File: src/settings_pkg.sv
package settings_pkg;

	// Setting widths
	localparam int I2C_SPEED_W = 8;
	localparam int I2C_ADDR_W  = 16;
	localparam int GPIO_W      = 24;

	// Values after reset
	localparam logic [I2C_SPEED_W-1:0] I2C_SPEED_RST = 8'd99;
	localparam logic [I2C_ADDR_W-1:0]  I2C_ADDR_RST  = 16'hFFFF;
	localparam logic [GPIO_W-1:0]      GPIO_RST      = 24'h000000;

	typedef enum logic [2:0] {
		SET_I2C_SPEED, SET_I2C_ADDR, SET_GPIO_LEVEL, SET_GPIO_DIR, SET_GPIO_READ, SET_INVALID
	} setting_e;

	// Number of bytes a setting occupies on the bus
	function automatic logic [1:0] setting_bytes(setting_e s);
		case (s)
			SET_I2C_SPEED: return 2'd1;
			SET_I2C_ADDR:  return 2'd2;
			default:       return 2'd3;
		endcase
	endfunction

endpackage

File: src/protocol_pkg.sv
package protocol_pkg;

	// Command codes as seen in the first byte of a frame
	typedef enum logic [7:0] {
		CMD_NONE       = 8'h00,
		CMD_VERSION    = 8'h76,
		CMD_QUERY_I2C  = 8'h49,
		CMD_SET_I2C    = 8'h69,
		CMD_QUERY_GPIO = 8'h47,
		CMD_SET_GPIO   = 8'h67
	} cmd_e;

	// Select bytes following a query or set command
	localparam logic [7:0] SEL_I2C_SPEED  = 8'h63;
	localparam logic [7:0] SEL_I2C_ADDR   = 8'h61;
	localparam logic [7:0] SEL_GPIO_LEVEL = 8'h6C;
	localparam logic [7:0] SEL_GPIO_DIR   = 8'h64;

	// Response codes
	localparam logic [7:0] ACK_CODE = 8'h41;
	localparam logic [7:0] NAK_CODE = 8'h4E;

	typedef enum logic [3:0] {
		ES_IDLE, ES_NAK,
		ES_VER_GATHER, ES_VER_CHECK,
		ES_QUERY_SEL, ES_QUERY_ACK,
		ES_SET_SEL, ES_SET_DATA, ES_SET_ACK, ES_SET_WAIT,
		ES_DATA_WAIT
	} engine_state_e;

endpackage

File: src/cmd_if.sv
`timescale 1ns/1ps

interface cmd_if;

	protocol_pkg::cmd_e cmd;
	logic [7:0] eid;
	logic start;
	// Payload strobe with one byte per pulse
	logic [7:0] byte_data;
	logic byte_valid;
	logic nak_now;

	modport receiver (
		output cmd, eid, start, byte_data, byte_valid, nak_now
	);

	modport engine (
		input cmd, eid, start, byte_data, byte_valid, nak_now
	);

endinterface

File: src/resp_if.sv
`timescale 1ns/1ps

interface resp_if;

	logic send_ack;
	logic send_nak;
	logic [7:0] eid;
	// Data frame request with a right aligned word
	logic data_req;
	logic [23:0] data_word;
	logic [1:0] data_len;
	logic busy;

	modport engine (
		output send_ack, send_nak, eid, data_req, data_word, data_len,
		input busy
	);

	modport framer (
		input send_ack, send_nak, eid, data_req, data_word, data_len,
		output busy
	);

endinterface

File: src/cmd_receiver.sv
`timescale 1ns/1ps

module cmd_receiver (
	input logic clk,
	input logic rst,
	input logic [7:0] in_data,
	input logic in_valid,
	input logic in_frame,
	input logic nak_request,
	cmd_if.receiver cmd
);

	typedef enum logic [1:0] {PH_IDLE, PH_EID, PH_LEN, PH_PAY} phase_e;

	phase_e phase;
	logic frame_d;
	logic frame_start;
	protocol_pkg::cmd_e decoded;

	assign frame_start = in_frame && !frame_d;

	always_comb begin
		case (in_data)
			protocol_pkg::CMD_VERSION:    decoded = protocol_pkg::CMD_VERSION;
			protocol_pkg::CMD_QUERY_I2C:  decoded = protocol_pkg::CMD_QUERY_I2C;
			protocol_pkg::CMD_SET_I2C:    decoded = protocol_pkg::CMD_SET_I2C;
			protocol_pkg::CMD_QUERY_GPIO: decoded = protocol_pkg::CMD_QUERY_GPIO;
			protocol_pkg::CMD_SET_GPIO:   decoded = protocol_pkg::CMD_SET_GPIO;
			default:                      decoded = protocol_pkg::CMD_NONE;
		endcase
	end

	always_ff @(posedge clk) begin
		if (rst) begin
			frame_d <= 1'b0;
			phase <= PH_IDLE;
			cmd.cmd <= protocol_pkg::CMD_NONE;
			cmd.nak_now <= 1'b0;
			cmd.start <= 1'b0;
			cmd.byte_valid <= 1'b0;
		end else begin
			frame_d <= in_frame;
			cmd.start <= 1'b0;
			// Payload is registered so it never lands on the start cycle
			cmd.byte_valid <= (phase == PH_PAY) && in_valid && in_frame;
			if (frame_start) begin
				cmd.cmd <= decoded;
				cmd.nak_now <= nak_request;
				// Unknown code without a NAK request is dropped silently
				if (decoded != protocol_pkg::CMD_NONE || nak_request)
					phase <= PH_EID;
				else
					phase <= PH_IDLE;
			end else begin
				case (phase)
					PH_EID: if (in_valid) phase <= PH_LEN;
					PH_LEN: begin
						if (in_valid) begin
							cmd.start <= 1'b1;
							phase <= PH_PAY;
						end
					end
					PH_PAY: if (!in_frame) phase <= PH_IDLE;
					default: ;
				endcase
			end
		end
	end

	always_ff @(posedge clk) begin
		if (phase == PH_EID && in_valid && !frame_start)
			cmd.eid <= in_data;
		cmd.byte_data <= in_data;
	end

endmodule

File: src/cmd_engine.sv
`timescale 1ns/1ps

module cmd_engine #(
	parameter logic [7:0] VERSION_MAJOR = 8'h00,
	parameter logic [7:0] VERSION_MINOR = 8'h02
) (
	input logic clk,
	input logic rst,
	input logic [settings_pkg::GPIO_W-1:0] read_value,
	cmd_if.engine cmd,
	resp_if.engine resp,
	output settings_pkg::setting_e sel_setting,
	output logic set_strobe,
	output logic [7:0] set_byte,
	output settings_pkg::setting_e set_target,
	output logic commit
);

	protocol_pkg::engine_state_e state, next_state;
	logic [1:0] byte_cnt;
	logic [15:0] ver_sr;
	settings_pkg::setting_e mapped;

	// Which setting a select byte names depends on the command
	function automatic settings_pkg::setting_e map_select(protocol_pkg::cmd_e c, logic [7:0] sel);
		settings_pkg::setting_e s;
		s = settings_pkg::SET_INVALID;
		if (c == protocol_pkg::CMD_QUERY_I2C || c == protocol_pkg::CMD_SET_I2C) begin
			if (sel == protocol_pkg::SEL_I2C_SPEED)
				s = settings_pkg::SET_I2C_SPEED;
			else if (sel == protocol_pkg::SEL_I2C_ADDR)
				s = settings_pkg::SET_I2C_ADDR;
		end else if (c == protocol_pkg::CMD_QUERY_GPIO) begin
			if (sel == protocol_pkg::SEL_GPIO_LEVEL)
				s = settings_pkg::SET_GPIO_READ;
			else if (sel == protocol_pkg::SEL_GPIO_DIR)
				s = settings_pkg::SET_GPIO_DIR;
		end else if (c == protocol_pkg::CMD_SET_GPIO) begin
			if (sel == protocol_pkg::SEL_GPIO_LEVEL)
				s = settings_pkg::SET_GPIO_LEVEL;
			else if (sel == protocol_pkg::SEL_GPIO_DIR)
				s = settings_pkg::SET_GPIO_DIR;
		end
		return s;
	endfunction

	assign mapped = map_select(cmd.cmd, cmd.byte_data);
	assign resp.eid = cmd.eid;
	assign set_byte = cmd.byte_data;
	assign set_strobe = (state == protocol_pkg::ES_SET_DATA) && cmd.byte_valid;

	always_comb begin
		next_state = state;
		resp.send_ack = 1'b0;
		resp.send_nak = 1'b0;
		resp.data_req = 1'b0;
		commit = 1'b0;
		case (state)
			protocol_pkg::ES_IDLE: begin
				if (cmd.start) begin
					if (cmd.nak_now)
						next_state = protocol_pkg::ES_NAK;
					else if (cmd.cmd == protocol_pkg::CMD_VERSION)
						next_state = protocol_pkg::ES_VER_GATHER;
					else if (cmd.cmd == protocol_pkg::CMD_QUERY_I2C ||
						cmd.cmd == protocol_pkg::CMD_QUERY_GPIO)
						next_state = protocol_pkg::ES_QUERY_SEL;
					else
						next_state = protocol_pkg::ES_SET_SEL;
				end
			end
			protocol_pkg::ES_NAK: begin
				if (!resp.busy) begin
					resp.send_nak = 1'b1;
					next_state = protocol_pkg::ES_IDLE;
				end
			end
			protocol_pkg::ES_VER_GATHER: begin
				if (cmd.byte_valid && byte_cnt == 2'd1)
					next_state = protocol_pkg::ES_VER_CHECK;
			end
			protocol_pkg::ES_VER_CHECK: begin
				if (!resp.busy) begin
					if (ver_sr == {VERSION_MAJOR, VERSION_MINOR}) begin
						resp.send_ack = 1'b1;
						next_state = protocol_pkg::ES_IDLE;
					end else begin
						resp.send_nak = 1'b1;
						next_state = protocol_pkg::ES_DATA_WAIT;
					end
				end
			end
			protocol_pkg::ES_QUERY_SEL: begin
				if (cmd.byte_valid) begin
					if (mapped == settings_pkg::SET_INVALID)
						next_state = protocol_pkg::ES_NAK;
					else
						next_state = protocol_pkg::ES_QUERY_ACK;
				end
			end
			protocol_pkg::ES_QUERY_ACK: begin
				if (!resp.busy) begin
					resp.send_ack = 1'b1;
					next_state = protocol_pkg::ES_DATA_WAIT;
				end
			end
			protocol_pkg::ES_SET_SEL: begin
				if (cmd.byte_valid) begin
					if (mapped == settings_pkg::SET_INVALID)
						next_state = protocol_pkg::ES_NAK;
					else
						next_state = protocol_pkg::ES_SET_DATA;
				end
			end
			protocol_pkg::ES_SET_DATA: begin
				if (cmd.byte_valid && byte_cnt == 2'd1)
					next_state = protocol_pkg::ES_SET_ACK;
			end
			protocol_pkg::ES_SET_ACK: begin
				if (!resp.busy) begin
					resp.send_ack = 1'b1;
					next_state = protocol_pkg::ES_SET_WAIT;
				end
			end
			// Busy is already high here, so low means the ACK has left
			protocol_pkg::ES_SET_WAIT: begin
				if (!resp.busy) begin
					commit = 1'b1;
					next_state = protocol_pkg::ES_IDLE;
				end
			end
			protocol_pkg::ES_DATA_WAIT: begin
				if (!resp.busy) begin
					resp.data_req = 1'b1;
					next_state = protocol_pkg::ES_IDLE;
				end
			end
			default: next_state = protocol_pkg::ES_IDLE;
		endcase
	end

	always_ff @(posedge clk) begin
		if (rst) begin
			state <= protocol_pkg::ES_IDLE;
			byte_cnt <= 2'd0;
			sel_setting <= settings_pkg::SET_INVALID;
			set_target <= settings_pkg::SET_INVALID;
		end else begin
			state <= next_state;
			if (state == protocol_pkg::ES_IDLE && cmd.start)
				byte_cnt <= 2'd2;
			else if (state == protocol_pkg::ES_SET_SEL && cmd.byte_valid)
				byte_cnt <= settings_pkg::setting_bytes(mapped);
			else if (cmd.byte_valid && byte_cnt != 2'd0)
				byte_cnt <= byte_cnt - 2'd1;
			if (state == protocol_pkg::ES_QUERY_SEL && cmd.byte_valid)
				sel_setting <= mapped;
			if (state == protocol_pkg::ES_SET_SEL && cmd.byte_valid)
				set_target <= mapped;
		end
	end

	always_ff @(posedge clk) begin
		if (state == protocol_pkg::ES_VER_GATHER && cmd.byte_valid)
			ver_sr <= {ver_sr[7:0], cmd.byte_data};
		// Version reply on mismatch, or the queried value
		if (state == protocol_pkg::ES_VER_CHECK) begin
			resp.data_word <= {8'h00, VERSION_MAJOR, VERSION_MINOR};
			resp.data_len <= 2'd2;
		end else if (state == protocol_pkg::ES_QUERY_ACK) begin
			resp.data_word <= read_value;
			resp.data_len <= settings_pkg::setting_bytes(sel_setting);
		end
	end

endmodule

File: src/setting_regs.sv
`timescale 1ns/1ps

module setting_regs (
	input logic clk,
	input logic rst,
	input settings_pkg::setting_e sel_setting,
	input logic set_strobe,
	input logic [7:0] set_byte,
	input settings_pkg::setting_e set_target,
	input logic commit,
	input logic [settings_pkg::GPIO_W-1:0] gpio_read,
	output logic [settings_pkg::GPIO_W-1:0] read_value,
	output logic [settings_pkg::I2C_SPEED_W-1:0] i2c_speed,
	output logic [settings_pkg::I2C_ADDR_W-1:0] i2c_addr,
	output logic [settings_pkg::GPIO_W-1:0] gpio_level,
	output logic [settings_pkg::GPIO_W-1:0] gpio_direction
);

	logic [settings_pkg::I2C_SPEED_W-1:0] speed_stage;
	logic [settings_pkg::I2C_ADDR_W-1:0] addr_stage;
	logic [settings_pkg::GPIO_W-1:0] level_stage;
	logic [settings_pkg::GPIO_W-1:0] dir_stage;

	// Bytes arrive MSB first
	always_ff @(posedge clk) begin
		if (set_strobe) begin
			case (set_target)
				settings_pkg::SET_I2C_SPEED: speed_stage <= set_byte;
				settings_pkg::SET_I2C_ADDR:
					addr_stage <= {addr_stage[settings_pkg::I2C_ADDR_W-9:0], set_byte};
				settings_pkg::SET_GPIO_LEVEL:
					level_stage <= {level_stage[settings_pkg::GPIO_W-9:0], set_byte};
				settings_pkg::SET_GPIO_DIR:
					dir_stage <= {dir_stage[settings_pkg::GPIO_W-9:0], set_byte};
				default: ;
			endcase
		end
	end

	always_ff @(posedge clk) begin
		if (rst) begin
			i2c_speed <= settings_pkg::I2C_SPEED_RST;
			i2c_addr <= settings_pkg::I2C_ADDR_RST;
			gpio_level <= settings_pkg::GPIO_RST;
			gpio_direction <= settings_pkg::GPIO_RST;
		end else if (commit) begin
			case (set_target)
				settings_pkg::SET_I2C_SPEED:  i2c_speed <= speed_stage;
				settings_pkg::SET_I2C_ADDR:   i2c_addr <= addr_stage;
				settings_pkg::SET_GPIO_LEVEL: gpio_level <= level_stage;
				settings_pkg::SET_GPIO_DIR:   gpio_direction <= dir_stage;
				default: ;
			endcase
		end
	end

	// Read-back is right aligned
	always_comb begin
		case (sel_setting)
			settings_pkg::SET_I2C_SPEED:
				read_value = {{(settings_pkg::GPIO_W-settings_pkg::I2C_SPEED_W){1'b0}}, i2c_speed};
			settings_pkg::SET_I2C_ADDR:
				read_value = {{(settings_pkg::GPIO_W-settings_pkg::I2C_ADDR_W){1'b0}}, i2c_addr};
			settings_pkg::SET_GPIO_DIR:   read_value = gpio_direction;
			settings_pkg::SET_GPIO_READ:  read_value = gpio_read;
			default:                      read_value = '0;
		endcase
	end

endmodule

File: src/resp_framer.sv
`timescale 1ns/1ps

module resp_framer (
	input logic clk,
	input logic rst,
	resp_if.framer resp,
	output logic [7:0] out_data,
	output logic out_valid,
	output logic out_frame
);

	logic active;
	logic [1:0] left;
	// Pending bytes with the next one to send on top
	logic [23:0] frame_sr;
	logic [23:0] data_aligned;

	// Move the right aligned word up so its MSB leads
	always_comb begin
		case (resp.data_len)
			2'd1:    data_aligned = {resp.data_word[7:0], 16'h0000};
			2'd2:    data_aligned = {resp.data_word[15:0], 8'h00};
			default: data_aligned = resp.data_word;
		endcase
	end

	always_ff @(posedge clk) begin
		if (rst) begin
			active <= 1'b0;
			left <= 2'd0;
		end else if (!active) begin
			if (resp.send_ack || resp.send_nak) begin
				active <= 1'b1;
				left <= 2'd2;
			end else if (resp.data_req) begin
				active <= 1'b1;
				left <= resp.data_len;
			end
		end else begin
			left <= left - 2'd1;
			if (left == 2'd1)
				active <= 1'b0;
		end
	end

	always_ff @(posedge clk) begin
		if (!active) begin
			if (resp.send_ack)
				frame_sr <= {protocol_pkg::ACK_CODE, resp.eid, 8'h00};
			else if (resp.send_nak)
				frame_sr <= {protocol_pkg::NAK_CODE, resp.eid, 8'h00};
			else if (resp.data_req)
				frame_sr <= data_aligned;
		end else begin
			frame_sr <= {frame_sr[15:0], 8'h00};
		end
	end

	assign out_data = frame_sr[23:16];
	assign out_valid = active;
	assign out_frame = active;
	assign resp.busy = active;

endmodule

File: src/basics_top.sv
`timescale 1ns/1ps

module basics_top #(
	parameter logic [7:0] VERSION_MAJOR = 8'h00,
	parameter logic [7:0] VERSION_MINOR = 8'h02
) (
	input logic clk,
	input logic rst,
	input logic [7:0] in_data,
	input logic in_valid,
	input logic in_frame,
	input logic nak_request,
	input logic [settings_pkg::GPIO_W-1:0] gpio_read,
	output logic [7:0] out_data,
	output logic out_valid,
	output logic out_frame,
	output logic [settings_pkg::I2C_SPEED_W-1:0] i2c_speed,
	output logic [settings_pkg::I2C_ADDR_W-1:0] i2c_addr,
	output logic [settings_pkg::GPIO_W-1:0] gpio_level,
	output logic [settings_pkg::GPIO_W-1:0] gpio_direction
);

	cmd_if cmd_bus ();
	resp_if resp_bus ();

	settings_pkg::setting_e sel_setting;
	settings_pkg::setting_e set_target;
	logic [settings_pkg::GPIO_W-1:0] read_value;
	logic set_strobe;
	logic [7:0] set_byte;
	logic commit;

	cmd_receiver rx0 (
		.clk(clk),
		.rst(rst),
		.in_data(in_data),
		.in_valid(in_valid),
		.in_frame(in_frame),
		.nak_request(nak_request),
		.cmd(cmd_bus.receiver)
	);

	cmd_engine #(
		.VERSION_MAJOR(VERSION_MAJOR),
		.VERSION_MINOR(VERSION_MINOR)
	) eng0 (
		.clk(clk),
		.rst(rst),
		.read_value(read_value),
		.cmd(cmd_bus.engine),
		.resp(resp_bus.engine),
		.sel_setting(sel_setting),
		.set_strobe(set_strobe),
		.set_byte(set_byte),
		.set_target(set_target),
		.commit(commit)
	);

	setting_regs regs0 (
		.clk(clk),
		.rst(rst),
		.sel_setting(sel_setting),
		.set_strobe(set_strobe),
		.set_byte(set_byte),
		.set_target(set_target),
		.commit(commit),
		.gpio_read(gpio_read),
		.read_value(read_value),
		.i2c_speed(i2c_speed),
		.i2c_addr(i2c_addr),
		.gpio_level(gpio_level),
		.gpio_direction(gpio_direction)
	);

	resp_framer fr0 (
		.clk(clk),
		.rst(rst),
		.resp(resp_bus.framer),
		.out_data(out_data),
		.out_valid(out_valid),
		.out_frame(out_frame)
	);

endmodule

File: config.mk
export PLATFORM = sky130hd
export DESIGN_NAME = basics_top
export DESIGN_NICKNAME = d
export VERILOG_FILES = /design/src/settings_pkg.sv /design/src/protocol_pkg.sv /design/src/cmd_if.sv /design/src/resp_if.sv /design/src/cmd_receiver.sv /design/src/cmd_engine.sv /design/src/setting_regs.sv /design/src/resp_framer.sv /design/src/basics_top.sv
export SDC_FILE = /design/constraint.sdc
export NUM_CORES = 1
export LEC_CHECK = 0
export ABC_CLOCK_PERIOD_IN_PS = 3900
export BUFFER_PORTS_ARGS = -buffer_cell sky130_fd_sc_hd__clkbuf_2
export CORE_MARGIN = 2
export CORE_UTILIZATION = 58
export CTS_CLUSTER_DIAMETER = 40
export DETAILED_ROUTE_END_ITERATION = 8
export PLACE_DENSITY = 0.88
export SYNTH_ARGS = -nofsm -noshare
export SYNTH_HDL_FRONTEND = slang
export SYNTH_SLANG_ARGS = --single-unit
File: constraint.sdc
create_clock -name clk -period 3.9 [get_ports clk]
set_clock_uncertainty 0.05 [all_clocks]
set_input_delay 0.39 -clock clk [delete_from_list [all_inputs] [get_ports clk]]
set_output_delay 0.39 -clock clk [all_outputs]
set_load 0.03 [all_outputs]
==> results of run 1 <==
[state kept, by name, indices dropped and copies added, names as in the netlist, 16 cells and up]
signal and count:
regs0.gpio_direction 24, regs0.i2c_addr 16, regs0.addr_stage 16, fr0.frame_sr 24, regs0.gpio_level 24, regs0.dir_stage 24
eng0.ver_sr 16, regs0.level_stage 24, eng0.resp.data_word 24
[through the flow]
| step | util, % | cells | area (um2) |
|---|---|---|---|
| 2_1_floorplan | - | 919 | 10200 |
| 3_3_place_gp | 62.4 | 1206 | 10800 |
| 3_5_place_dp | 62.4 | 1206 | 10800 |
| 4_1_cts | 68.8 | 1270 | 11900 |
| 5_1_grt | 68.8 | 1270 | 11900 |
| 6_report | 68.8 | 1270 | 11900 |
[critical path: cells and delay by family (launching register included)]
kind	cells	cell delay (ps)
multiplexers	1	330
flip-flops	1	470
AND/OR/NAND/NOR	4	1620
[metal layers]
| metal | GRT usage, % | wire (um) | vias up |
|---|---|---|---|
| li1 | - | - | 3517 |
| met1 | 35.8 | 9970 | 3685 |
| met2 | 47.1 | 12500 | 388 |
| met3 | 4.67 | 2140 | 67 |
| met4 | 8.04 | 702 | 0 |
| met5 | 0 | 0 | - |
[cell families after synthesis]
kind of cell / count (synthesis) / synth area share [%]
fa+ha+maj: 10 / 1.22
buf+inv: 82 / 4.54
compound gates: 188 / 12.3
simple gates: 320 / 14.9
mux: 64 / 6.27
xor+xnor: 2 / 0.172
flops: 253 / 60.6
[where the power goes]
| group | switching, W | internal [W] |
|---|---|---|
| Combinational | 0.000650 | 0.000322 |
| Sequential | 0.000166 | 0.00297 |
| Clock | 0.00115 | 0.00167 |
| Total | 0.00197 | 0.00495 |
[area by class of cell]
| class | instances | area, um2 |
|---|---|---|
| flip-flops and latches | 253 | 6190 |
| repair buffers | 135 | 738 |
| clock inverters | 21 | 243 |
| clock buffers | 35 | 779 |
| well taps | 225 | 282 |
| multi-input cells | 584 | 3570 |
| fillers | 1190 | 5370 |
| inverters | 17 | 63.8 |
[synth_stat cells (8+ instances only)]
| master | count |
|---|---|
| sky130_fd_sc_hd__dfxtp_1 | 141 |
| sky130_fd_sc_hd__nand2_1 | 140 |
| sky130_fd_sc_hd__edfxtp_1 | 112 |
| sky130_fd_sc_hd__nor2_1 | 77 |
| sky130_fd_sc_hd__mux2i_1 | 64 |
| sky130_fd_sc_hd__a21oi_1 | 52 |
| sky130_fd_sc_hd__o21ai_0 | 37 |
| sky130_fd_sc_hd__a22oi_1 | 35 |
| sky130_fd_sc_hd__clkbuf_1 | 28 |
| sky130_fd_sc_hd__nand3_1 | 16 |
| sky130_fd_sc_hd__nor3_1 | 16 |
| sky130_fd_sc_hd__inv_1 | 15 |
| sky130_fd_sc_hd__buf_2 | 12 |
| sky130_fd_sc_hd__a221oi_1 | 11 |
| sky130_fd_sc_hd__buf_4 | 11 |
| sky130_fd_sc_hd__ha_1 | 10 |
| sky130_fd_sc_hd__nand2b_1 | 9 |
| sky130_fd_sc_hd__and3_1 | 8 |
[worst min path at each step]
stage	start	end	slack, ps	cells past startpoint
global route	nak_request	rx0.cmd.nak_now$_SDFFE_PP0P_	40	3
floorplan	eng0.ver_sr[1]$_DFFE_PP_	eng0.ver_sr[9]$_DFFE_PP_	370	0
detailed placement	eng0.ver_sr[5]$_DFFE_PP_	eng0.ver_sr[13]$_DFFE_PP_	390	0
finish	nak_request	rx0.cmd.nak_now$_SDFFE_PP0P_	20	3
CTS	nak_request	rx0.cmd.nak_now$_SDFFE_PP0P_	6	3
global placement	eng0.ver_sr[1]$_DFFE_PP_	eng0.ver_sr[9]$_DFFE_PP_	380	0
[what timing repair did]
action | CTS | global route
hold buffers | 8 | 0
hold endpoints to repair | 8 | 0
resized for setup | 0 | 0
==> impl_metrics.ini, run 1 <==
[sta]
timing_max_transition_violations_final = 0
slew_headroom_pct = 20.1
max_freq_mhz = 378
timing.final.crit_share_pct = 67.8
setup_repair_after_global_routing_missed_its_margin = false
report.final.hold_viol_count = 0
worst_setup_margin_ps = 1250
worst_pin_slew_ps = 1200
min_period_ps = 2650
totalNegativeSetupSlack_ps = 0
setup_viol = 0
worst_hold_slack_ps = 19.0

[global_route]
grt_usage_pct = 27.5
grt_antenna_before_repair = 0
via_count_of_the_first_global_routing_pass = 7450
grt_max_degree = 72
grt_first_pass_wirelength_um = 39700
global_route.overflow_total = 0

[outcome]
result_of_the_run = completed

[routing]
avgViaCountPerCell = 6.03
routed-via-count = 7657
drc_errors = 0
route.detailed.wl_per_inst_um = 20.0
detail_route.wirelength_um = 25400
final_antenna_net_count = 0
detail_route.first_pass.iterations = 5
drt_iter0_drc = 770

[job]
maxCapViolations = 0

[critical_path]
critPathLaunchType = flop
crit_path_end = regs0.i2c_addr[5]$_SDFFE_PP1P_
worst_r2r_endpoint = regs0.i2c_addr[5]$_SDFFE_PP1P_
critical_path.max_fanout = 16
worst_setup_path_end_kind = flop
reg2reg_from = eng0.state[1]$_SDFFE_PP0P_
reg2regPathDepth = 5
r2r_slack_ps = 1250
critPathArrivalTime_ps = 2990
required_ps = 4250
setup.worst_path.start = eng0.state[1]$_SDFFE_PP0P_
path_class = flop to flop
cpPeakStageDelay_ps = 870
slowest_stage = sky130_fd_sc_hd__and3_1
timing.critical_path.cells = or2_1 -> nor4_4 -> and3_1 -> mux2i_1 -> nand2_1

[power]
leakage_nw = 4.52
ir_drop_mv = 0.482
p_per_area_nw_per_um2 = 583
p_total_w = 0.00692

[logic_synthesis]
syn_avg_cell_area_um2 = 11.1
yosysWarningCount = 0
postSynthCellCount = 919
netlist_area_um2 = 10200
count_of_flip_flops_with_a_built_in_enable_after_synthesis = 112
synth_top_cell_area_share_pct = 32.9
yosysSeqAreaShare_pct = 60.6
yosys.cell_types.count = 76
synthArstFlopShare_pct = 0
synth_top_cell_by_area = sky130_fd_sc_hd__edfxtp_1
syn_nets = 966
dominantRegCellSynth = sky130_fd_sc_hd__dfxtp_1
ys_seq_elements = 253
yosys-top-cells-area = sky130_fd_sc_hd__edfxtp_1, sky130_fd_sc_hd__dfxtp_1, sky130_fd_sc_hd__mux2i_1

[clocking]
cts_root_buffer = sky130_fd_sc_hd__clkbuf_16
clock_insertion_delay_worst_skew_ps = 560
number_of_buffers_inserted_to_repair_setup_after_cts = 0
ctsHtreeMaxLevel = 1
tritoncts_num_sinks = 253
cts_max_path_buffers = 3
cts_tree = built
clk_pin_slew_worst_setup_hold_paths_ps = 70
cts_inserted_buffers = 30

[layout]
post_route_cells_drive_above_1_share_pct = 19.2
finish.net_count = 1068
final_common_cell = sky130_fd_sc_hd__dfxtp_1
area_growth_pct = 16.2
num_antenna_cells = 0
most_frequent_cells_in_the_layout = sky130_fd_sc_hd__dfxtp_1, sky130_fd_sc_hd__nand2_1, sky130_fd_sc_hd__clkbuf_2

[floorplan]
die_width_um = 137
die_y_um = 137
design.portCount = 119
core_region_area_um2 = 17200
std_cell_rows = 48
dieArea_um2 = 18700
initial_standard_cell_utilization_of_the_core_pct = 59.3

[placed_design]
place.port_buffers = 118
gp_routability_congestion = 0.898
pre_cts_slack_ps = 1350
post-dp-hpwl_um = 16400

[worst_hold_path]
min_path_type = input port to flop
Power figures use the tool's default switching activity.
==> inputs of run 2 (changes only) <==
--- a/config.mk
+++ b/config.mk
@@ -5,7 +5,8 @@
 export SDC_FILE = /design/constraint.sdc
 export NUM_CORES = 1
 export LEC_CHECK = 0
-export ABC_CLOCK_PERIOD_IN_PS = 3900
+export ABC_AREA = 1
+export ABC_CLOCK_PERIOD_IN_PS = 2500
 export BUFFER_PORTS_ARGS = -buffer_cell sky130_fd_sc_hd__clkbuf_2
 export CORE_MARGIN = 2
 export CORE_UTILIZATION = 58
==> constraint.sdc (replaced) <==
create_clock -name clk -period 2.5 [get_ports clk]
set_clock_uncertainty 0.05 [all_clocks]
set_input_delay 0.25 -clock clk [delete_from_list [all_inputs] [get_ports clk]]
set_output_delay 0.25 -clock clk [all_outputs]
set_load 0.03 [all_outputs]
==> impl_metrics.ini, run 2 <==
[critical_path]
critPathArrivalTime_ps = 2500
critical_path.max_fanout = 32
slowest_stage = sky130_fd_sc_hd__ha_1
critical-path-top-delay-family = buffers and inverters
timing.critical_path.cells = inv_1 -> ha_1 -> clkinvlp_4 -> o21ai_0 -> nor2_1 -> nor2_1 -> o21ai_1
path_class = flop to flop
required_ps = 2740
cpPeakStageDelay_ps = 480
worst_setup_path_end_kind = flop
critPathLaunchType = flop
r2r_slack_ps = 240
critical_path.n_buffers_inverters = 2
crit_path_frequent_cell = sky130_fd_sc_hd__nor2_1

[sta]
worst_pin_slew_ps = 752
timing.final.crit_share_pct = 90.3
min_period_ps = 2260
worst_setup_margin_ps = 242
timing_max_transition_violations_final = 0
report.final.hold_viol_count = 0
slew_headroom_pct = 49.7
totalNegativeSetupSlack_ps = 0
max_freq_mhz = 443
setup_repair_after_global_routing_missed_its_margin = false
setup_viol = 0

[power]
p_per_area_nw_per_um2 = 919
power.net_switching_w = 0.00329
clock_power_share_pct = 36.6
pint_w = 0.00768
sequential_power_share_pct = 46.3
comb_power_share_pct = 17.1
power.switching_fraction_pct = 30.0
p_total_w = 0.0110
ir_drop_mv = 0.659
leakage_nw = 4.87

[logic_synthesis]
basic_gate_share_of_the_synthesized_area_counting_and_or_nand_and_nor_cells_pct = 15.9
compound_cell_area_share_of_the_yosys_netlist_pct = 14.6
multiplexer_area_fraction_after_synthesis_pct = 0.0985
dominantRegCellSynth = sky130_fd_sc_hd__dfxtp_1
ys_seq_elements = 253
syn_avg_cell_area_um2 = 9.43
synth_top_cell_area_share_pct = 33.1
synth_top_family_by_area = simple AND/OR/NAND/NOR gates
yosys.area_share.xor_xnor_pct = 0
synth_top_cell_by_area = sky130_fd_sc_hd__edfxtp_1
yosys.cell_types.count = 43
yosys-top-cells-area = sky130_fd_sc_hd__edfxtp_1, sky130_fd_sc_hd__dfxtp_1, sky130_fd_sc_hd__nand2_1
synthArstFlopShare_pct = 0
syn_nets = 1124
synth_most_common_cell = sky130_fd_sc_hd__nand2_1
yosysWarningCount = 0
count_of_flip_flops_with_a_built_in_enable_after_synthesis = 112
postSynthCellCount = 1077
yosysSeqAreaShare_pct = 60.9
synth-adder-area-share_pct = 1.23
netlist_area_um2 = 10200
netlist_top_cells_count = sky130_fd_sc_hd__nand2_1, sky130_fd_sc_hd__dfxtp_1, sky130_fd_sc_hd__o21ai_0, sky130_fd_sc_hd__edfxtp_1, sky130_fd_sc_hd__inv_1

[routing]
final_antenna_net_count = 0
detail_route.first_pass.iterations = 6
drt_iter0_drc = 918
route.detailed.wl_per_inst_um = 17.9
detail_route.wirelength_um = 26000
routed-via-count = 8353
avgViaCountPerCell = 5.76
drc_errors = 0

[clocking]
tritoncts_num_sinks = 253
number_of_buffers_inserted_to_repair_setup_after_cts = 0
clk_pin_slew_worst_setup_hold_paths_ps = 60
cts_tree = built
clock_insertion_delay_worst_skew_ps = 540
ctsHtreeMaxLevel = 1
cts_inserted_buffers = 29
cts_max_path_buffers = 3
cts_root_buffer = sky130_fd_sc_hd__clkbuf_16

[floorplan]
initial_standard_cell_utilization_of_the_core_pct = 58.9
std_cell_rows = 48
die_width_um = 136
design.portCount = 119
die_y_um = 136
dieArea_um2 = 18600
core_region_area_um2 = 17200

[placed_design]
pre_cts_slack_ps = 286
gp_routability_congestion = 0.880
post-dp-hpwl_um = 16800
place.port_buffers = 118

[global_route]
global_route.overflow_total = 0
grt_first_pass_wirelength_um = 40900
grt_antenna_before_repair = 0
grt_max_degree = 78
via_count_of_the_first_global_routing_pass = 7960
grt_usage_pct = 28.1

[layout]
most_frequent_cells_in_the_layout = sky130_fd_sc_hd__nand2_1, sky130_fd_sc_hd__dfxtp_1, sky130_fd_sc_hd__o21ai_0
post_route_cells_drive_above_1_share_pct = 18.0
finish.net_count = 1250
area_growth_pct = 17.5
final_common_cell = sky130_fd_sc_hd__nand2_1
num_antenna_cells = 0

[outcome]
result_of_the_run = completed

[job]
maxCapViolations = 0

[worst_hold_path]
min_path_type = input port to flop
==> run 2: cell count changes after synthesis, sizes merged, moves of 10 or more <==
cell,change
a21oi,+26
a22oi,-35
inv,+98
mux2i,-63
nand2,+70
nand2b,-10
nand3,+26
nor2,+25
o211ai,+25
o21ai,+95
==> run 2: path summary, 6_finish.rpt <==
kind,start,end,depth (start not counted)
max,eng0.resp.data_len[0]$_SDFFE_PP0P_,fr0.frame_sr[12]$_DFFE_PP_,7
min reg2reg,regs0.level_stage[12]$_DFFE_PP_,regs0.level_stage[20]$_DFFE_PP_,0
max reg2reg,eng0.resp.data_len[0]$_SDFFE_PP0P_,fr0.frame_sr[12]$_DFFE_PP_,7
min,gpio_read[20],eng0.resp.data_word[20]$_SDFFE_PP0P_,5
==> run 2: cells by family (layout without fill, tap and decap cells) <==
group,after synthesis,count (layout)
and+or+nand+nor,379,379
AOI/OAI and AO/OA,266,266
DFF,253,253
buffers and inverters,168,316
adders and majority gates,10,10
muxes,1,1
==> run 2: what timing repair did <==
action	4_1_cts	5_1_grt
hold buffers	11	0
endpoints found under the setup margin	0	3
gates resized for setup	0	1
endpoints found under the hold margin	21	0
==> run 2: cell type report <==
class	count	area, um2
sequential	253	6190
multi-input combinational	656	3270
clock buffer	35	758
timing repair buffer	147	848
tap	225	282
fill	1197	5300
clock inverter	18	154
inverter	116	443
==> run 2: stage by stage <==
stage               util (%)  instances  instance area, um2  hold WS (ps)
floorplan                  -       1077               10200           228
global placement        63.3       1386               10900           333
detailed placement      63.3       1386               10900           334
CTS                     69.2       1450               11900          14.6
global route            69.3       1450               11900          55.1
finish                  69.3       1450               11900          14.9
==> run 2: tightest hold or removal path: cells and delay by family <==
kind	cells	cell delay (ps)
buffers and inverters	1	80
AND/OR/NAND/NOR	2	110
AO/OA/AOI/OAI	2	120
==> run 2: per-layer routing <==
| layer | GRT usage, % | up-vias | share of wire [%] |
|---|---|---|---|
| met5 | 0 | - | 0 |
| met4 | 12.7 | 0 | 4.5 |
| met3 | 4.66 | 94 | 7.7 |
| met2 | 47.1 | 443 | 48 |
| met1 | 35.8 | 3926 | 40 |
| li1 | - | 3890 | - |
==> run 2: power groups by stage <==
| stage | registers, W | clock network, W | logic [W] |
|---|---|---|---|
| floorplan | 0.00504 | 0 | 0.00143 |
| global placement | 0.00513 | 0 | 0.00177 |
| detailed placement | 0.00514 | 0 | 0.00180 |
| CTS | 0.00506 | 0.00403 | 0.00186 |
| global route | 0.00510 | 0.00419 | 0.00213 |
| finish | 0.00508 | 0.00401 | 0.00188 |
==> inputs of run 3 (changes only) <==
--- a/config.mk
+++ b/config.mk
@@ -6,7 +6,6 @@
 export NUM_CORES = 1
 export LEC_CHECK = 0
 export ABC_AREA = 1
-export ABC_CLOCK_PERIOD_IN_PS = 2500
 export BUFFER_PORTS_ARGS = -buffer_cell sky130_fd_sc_hd__clkbuf_2
 export CORE_MARGIN = 2
 export CORE_UTILIZATION = 58
==> constraint.sdc (replaced) <==
create_clock -name clk -period 2.5 [get_ports clk]
set_clock_uncertainty 0.05 [all_clocks]
set_input_delay 0.125 -clock clk [delete_from_list [all_inputs] [get_ports clk]]
set_output_delay 0.125 -clock clk [all_outputs]
set_load 0.03 [all_outputs]
==> impl_metrics.ini, run 3 (synthesis gave the netlist of run 2 again) <==
[outcome]
result_of_the_run = completed

[critical_path]
cpPeakStageDelay_ps = 440
r2r_slack_ps = 320
critical_path.max_fanout = 24
critical_path_cell_count = 7
setup.worst_path.start = eng0.resp.data_len[0]$_SDFFE_PP0P_
reg2regPathDepth = 7
path_class = flop to flop
required_ps = 2700
worst_setup_path_end_kind = flop
worst_r2r_endpoint = fr0.frame_sr[21]$_DFFE_PP_
reg2reg_from = eng0.resp.data_len[0]$_SDFFE_PP0P_
crit_path_end = fr0.frame_sr[21]$_DFFE_PP_
critical_path.n_buffers_inverters = 3
slowest_stage = sky130_fd_sc_hd__inv_1
critical-path-top-delay-family = buffers and inverters
timing.critical_path.cells = inv_1 -> ha_1 -> inv_1 -> buf_4 -> o211ai_1 -> o21ai_0 -> o21ai_0
critPathArrivalTime_ps = 2380
critPathLaunchType = flop

[floorplan]
initial_standard_cell_utilization_of_the_core_pct = 58.9
die_y_um = 136
core_region_area_um2 = 17200
std_cell_rows = 48
design.portCount = 119
die_width_um = 136
dieArea_um2 = 18600

[clocking]
tritoncts_num_sinks = 253
cts_root_buffer = sky130_fd_sc_hd__clkbuf_16
cts_max_path_buffers = 3
cts_inserted_buffers = 27
clock_insertion_delay_worst_skew_ps = 550
cts_tree = built
ctsResizeCount = 0
clk_pin_slew_worst_setup_hold_paths_ps = 70
ctsHtreeMaxLevel = 1

[sta]
setup_viol = 0
timing_max_transition_violations_final = 0
min_period_ps = 2180
worst_hold_slack_ps = 22.0
timing.final.crit_share_pct = 87.3
report.final.hold_viol_count = 0
worst_pin_slew_ps = 703
slew_headroom_pct = 53.0
max_freq_mhz = 458
setup_repair_after_global_routing_missed_its_margin = false

[power]
power.switching_fraction_pct = 29.8
comb_power_share_pct = 17.4
power.net_switching_w = 0.00334
p_total_w = 0.0112
leakage_nw = 4.94
sequential_power_share_pct = 45.3
ir_drop_mv = 0.693
p_per_area_nw_per_um2 = 925
clock_power_share_pct = 37.3
pint_w = 0.00786

[layout]
area_growth_pct = 19.1
most_frequent_cells_in_the_layout = sky130_fd_sc_hd__nand2_1, sky130_fd_sc_hd__dfxtp_1, sky130_fd_sc_hd__o21ai_0
finish.net_count = 1264
post_route_cells_drive_above_1_share_pct = 17.7
num_antenna_cells = 0
n_fill_cell = 1183
post_layout_nonfiller_instances = 1463
final_common_cell = sky130_fd_sc_hd__nand2_1
postLayoutCoreUtil_pct = 70.2

[routing]
avgViaCountPerCell = 5.77
drc_errors = 0
routed-via-count = 8440
drt_iter0_drc = 842
detail_route.first_pass.iterations = 6
final_antenna_net_count = 0
detail_route.wirelength_um = 26500
route.detailed.wl_per_inst_um = 18.1

[global_route]
grt_first_pass_wirelength_um = 41100
via_count_of_the_first_global_routing_pass = 8138
global_route.overflow_total = 0
grt_antenna_before_repair = 0
grt_usage_pct = 28.4
grt_max_degree = 46

[placed_design]
place.port_buffers = 118
gp_routability_congestion = 0.922
post-dp-hpwl_um = 16800
placedCellCount = 1388

[job]
maxCapViolations = 0

[worst_hold_path]
min_path_type = input port to flop
[run 3: cell types whose count changed in the layout (fill, tap and decap cells not counted), moves of 2 or more]
cell / before / now
sky130_fd_sc_hd__clkbuf_1: 5 / 3
sky130_fd_sc_hd__clkinv_4: 6 / 3
sky130_fd_sc_hd__clkinvlp_4: 2 / 4
sky130_fd_sc_hd__buf_4: 17 / 20
sky130_fd_sc_hd__clkinv_2: 6 / 3
sky130_fd_sc_hd__clkbuf_16: 29 / 27
sky130_fd_sc_hd__dlygate4sd3_1: 11 / 25
sky130_fd_sc_hd__bufinv_16: 1 / 4
sky130_fd_sc_hd__inv_8: 0 / 2
sky130_fd_sc_hd__inv_6: 3 / 1
[run 3: per-stage QoR]
stage	setup slack [ps]	instance area (um2)	TNS [ps]
2_1_floorplan	-98.1	10200	-4710
3_3_place_gp	515	10900	0
3_5_place_dp	410	10900	0
4_1_cts	351	12100	0
5_1_grt	162	12100	0
6_report	317	12100	0
[run 3: routing by layer]
metal  vias up  global-route usage (%)  wire (um)
met1      3920                    34.6      10100
met4         0                    15.0       1350
met5         -                       0          0
met3       111                    4.33       2100
met2       497                    48.6      12900
li1       3912                       -          -
[run 3: timing repair]
| action | CTS | global route |
|---|---|---|
| hold buffers | 25 | 0 |
| buffers inserted | 0 | 0 |
| hold endpoints to repair | 36 | 0 |
[run 3: cell type report]
class,instances,area [um2],area share [%]
repair buffers,163,991,8.19
flip-flops and latches,253,6190,51.1
multi-input cells,656,3270,27.0
clock inverters,20,254,2.10
well taps,225,282,2.33
clock buffers,30,687,5.68
inverters,116,439,3.63
[run 3: worst register-to-register path, cell delays in order, from the launching register on]
cell and delay (ps):
sky130_fd_sc_hd__dfxtp_1 360, sky130_fd_sc_hd__inv_1 80, sky130_fd_sc_hd__ha_1 420, sky130_fd_sc_hd__inv_1 440
sky130_fd_sc_hd__buf_4 250, sky130_fd_sc_hd__o211ai_1 100, sky130_fd_sc_hd__o21ai_0 90, sky130_fd_sc_hd__o21ai_0 110
[run 3: power by group through the flow]
stage | sequential [W] | combinational, W | clock (W)
after floorplan | 0.00504 | 0.00143 | 0
after detailed placement | 0.00514 | 0.00184 | 0
final | 0.00507 | 0.00194 | 0.00418
after global placement | 0.00513 | 0.00178 | 0
after global routing | 0.00510 | 0.00215 | 0.00437
after CTS | 0.00506 | 0.00191 | 0.00421
[run 3: worst min path at each step]
stage / start / end / cells past startpoint
CTS: gpio_read[8] / eng0.resp.data_word[8]$_SDFFE_PP0P_ / 5
global placement: in_data[7] / rx0.cmd.byte_data[7]$_DFF_P_ / 1
detailed placement: in_data[7] / rx0.cmd.byte_data[7]$_DFF_P_ / 1
floorplan: in_data[0] / rx0.cmd.byte_data[0]$_DFF_P_ / 0
finish: gpio_read[7] / eng0.resp.data_word[7]$_SDFFE_PP0P_ / 5
global route: gpio_read[7] / eng0.resp.data_word[7]$_SDFFE_PP0P_ / 5
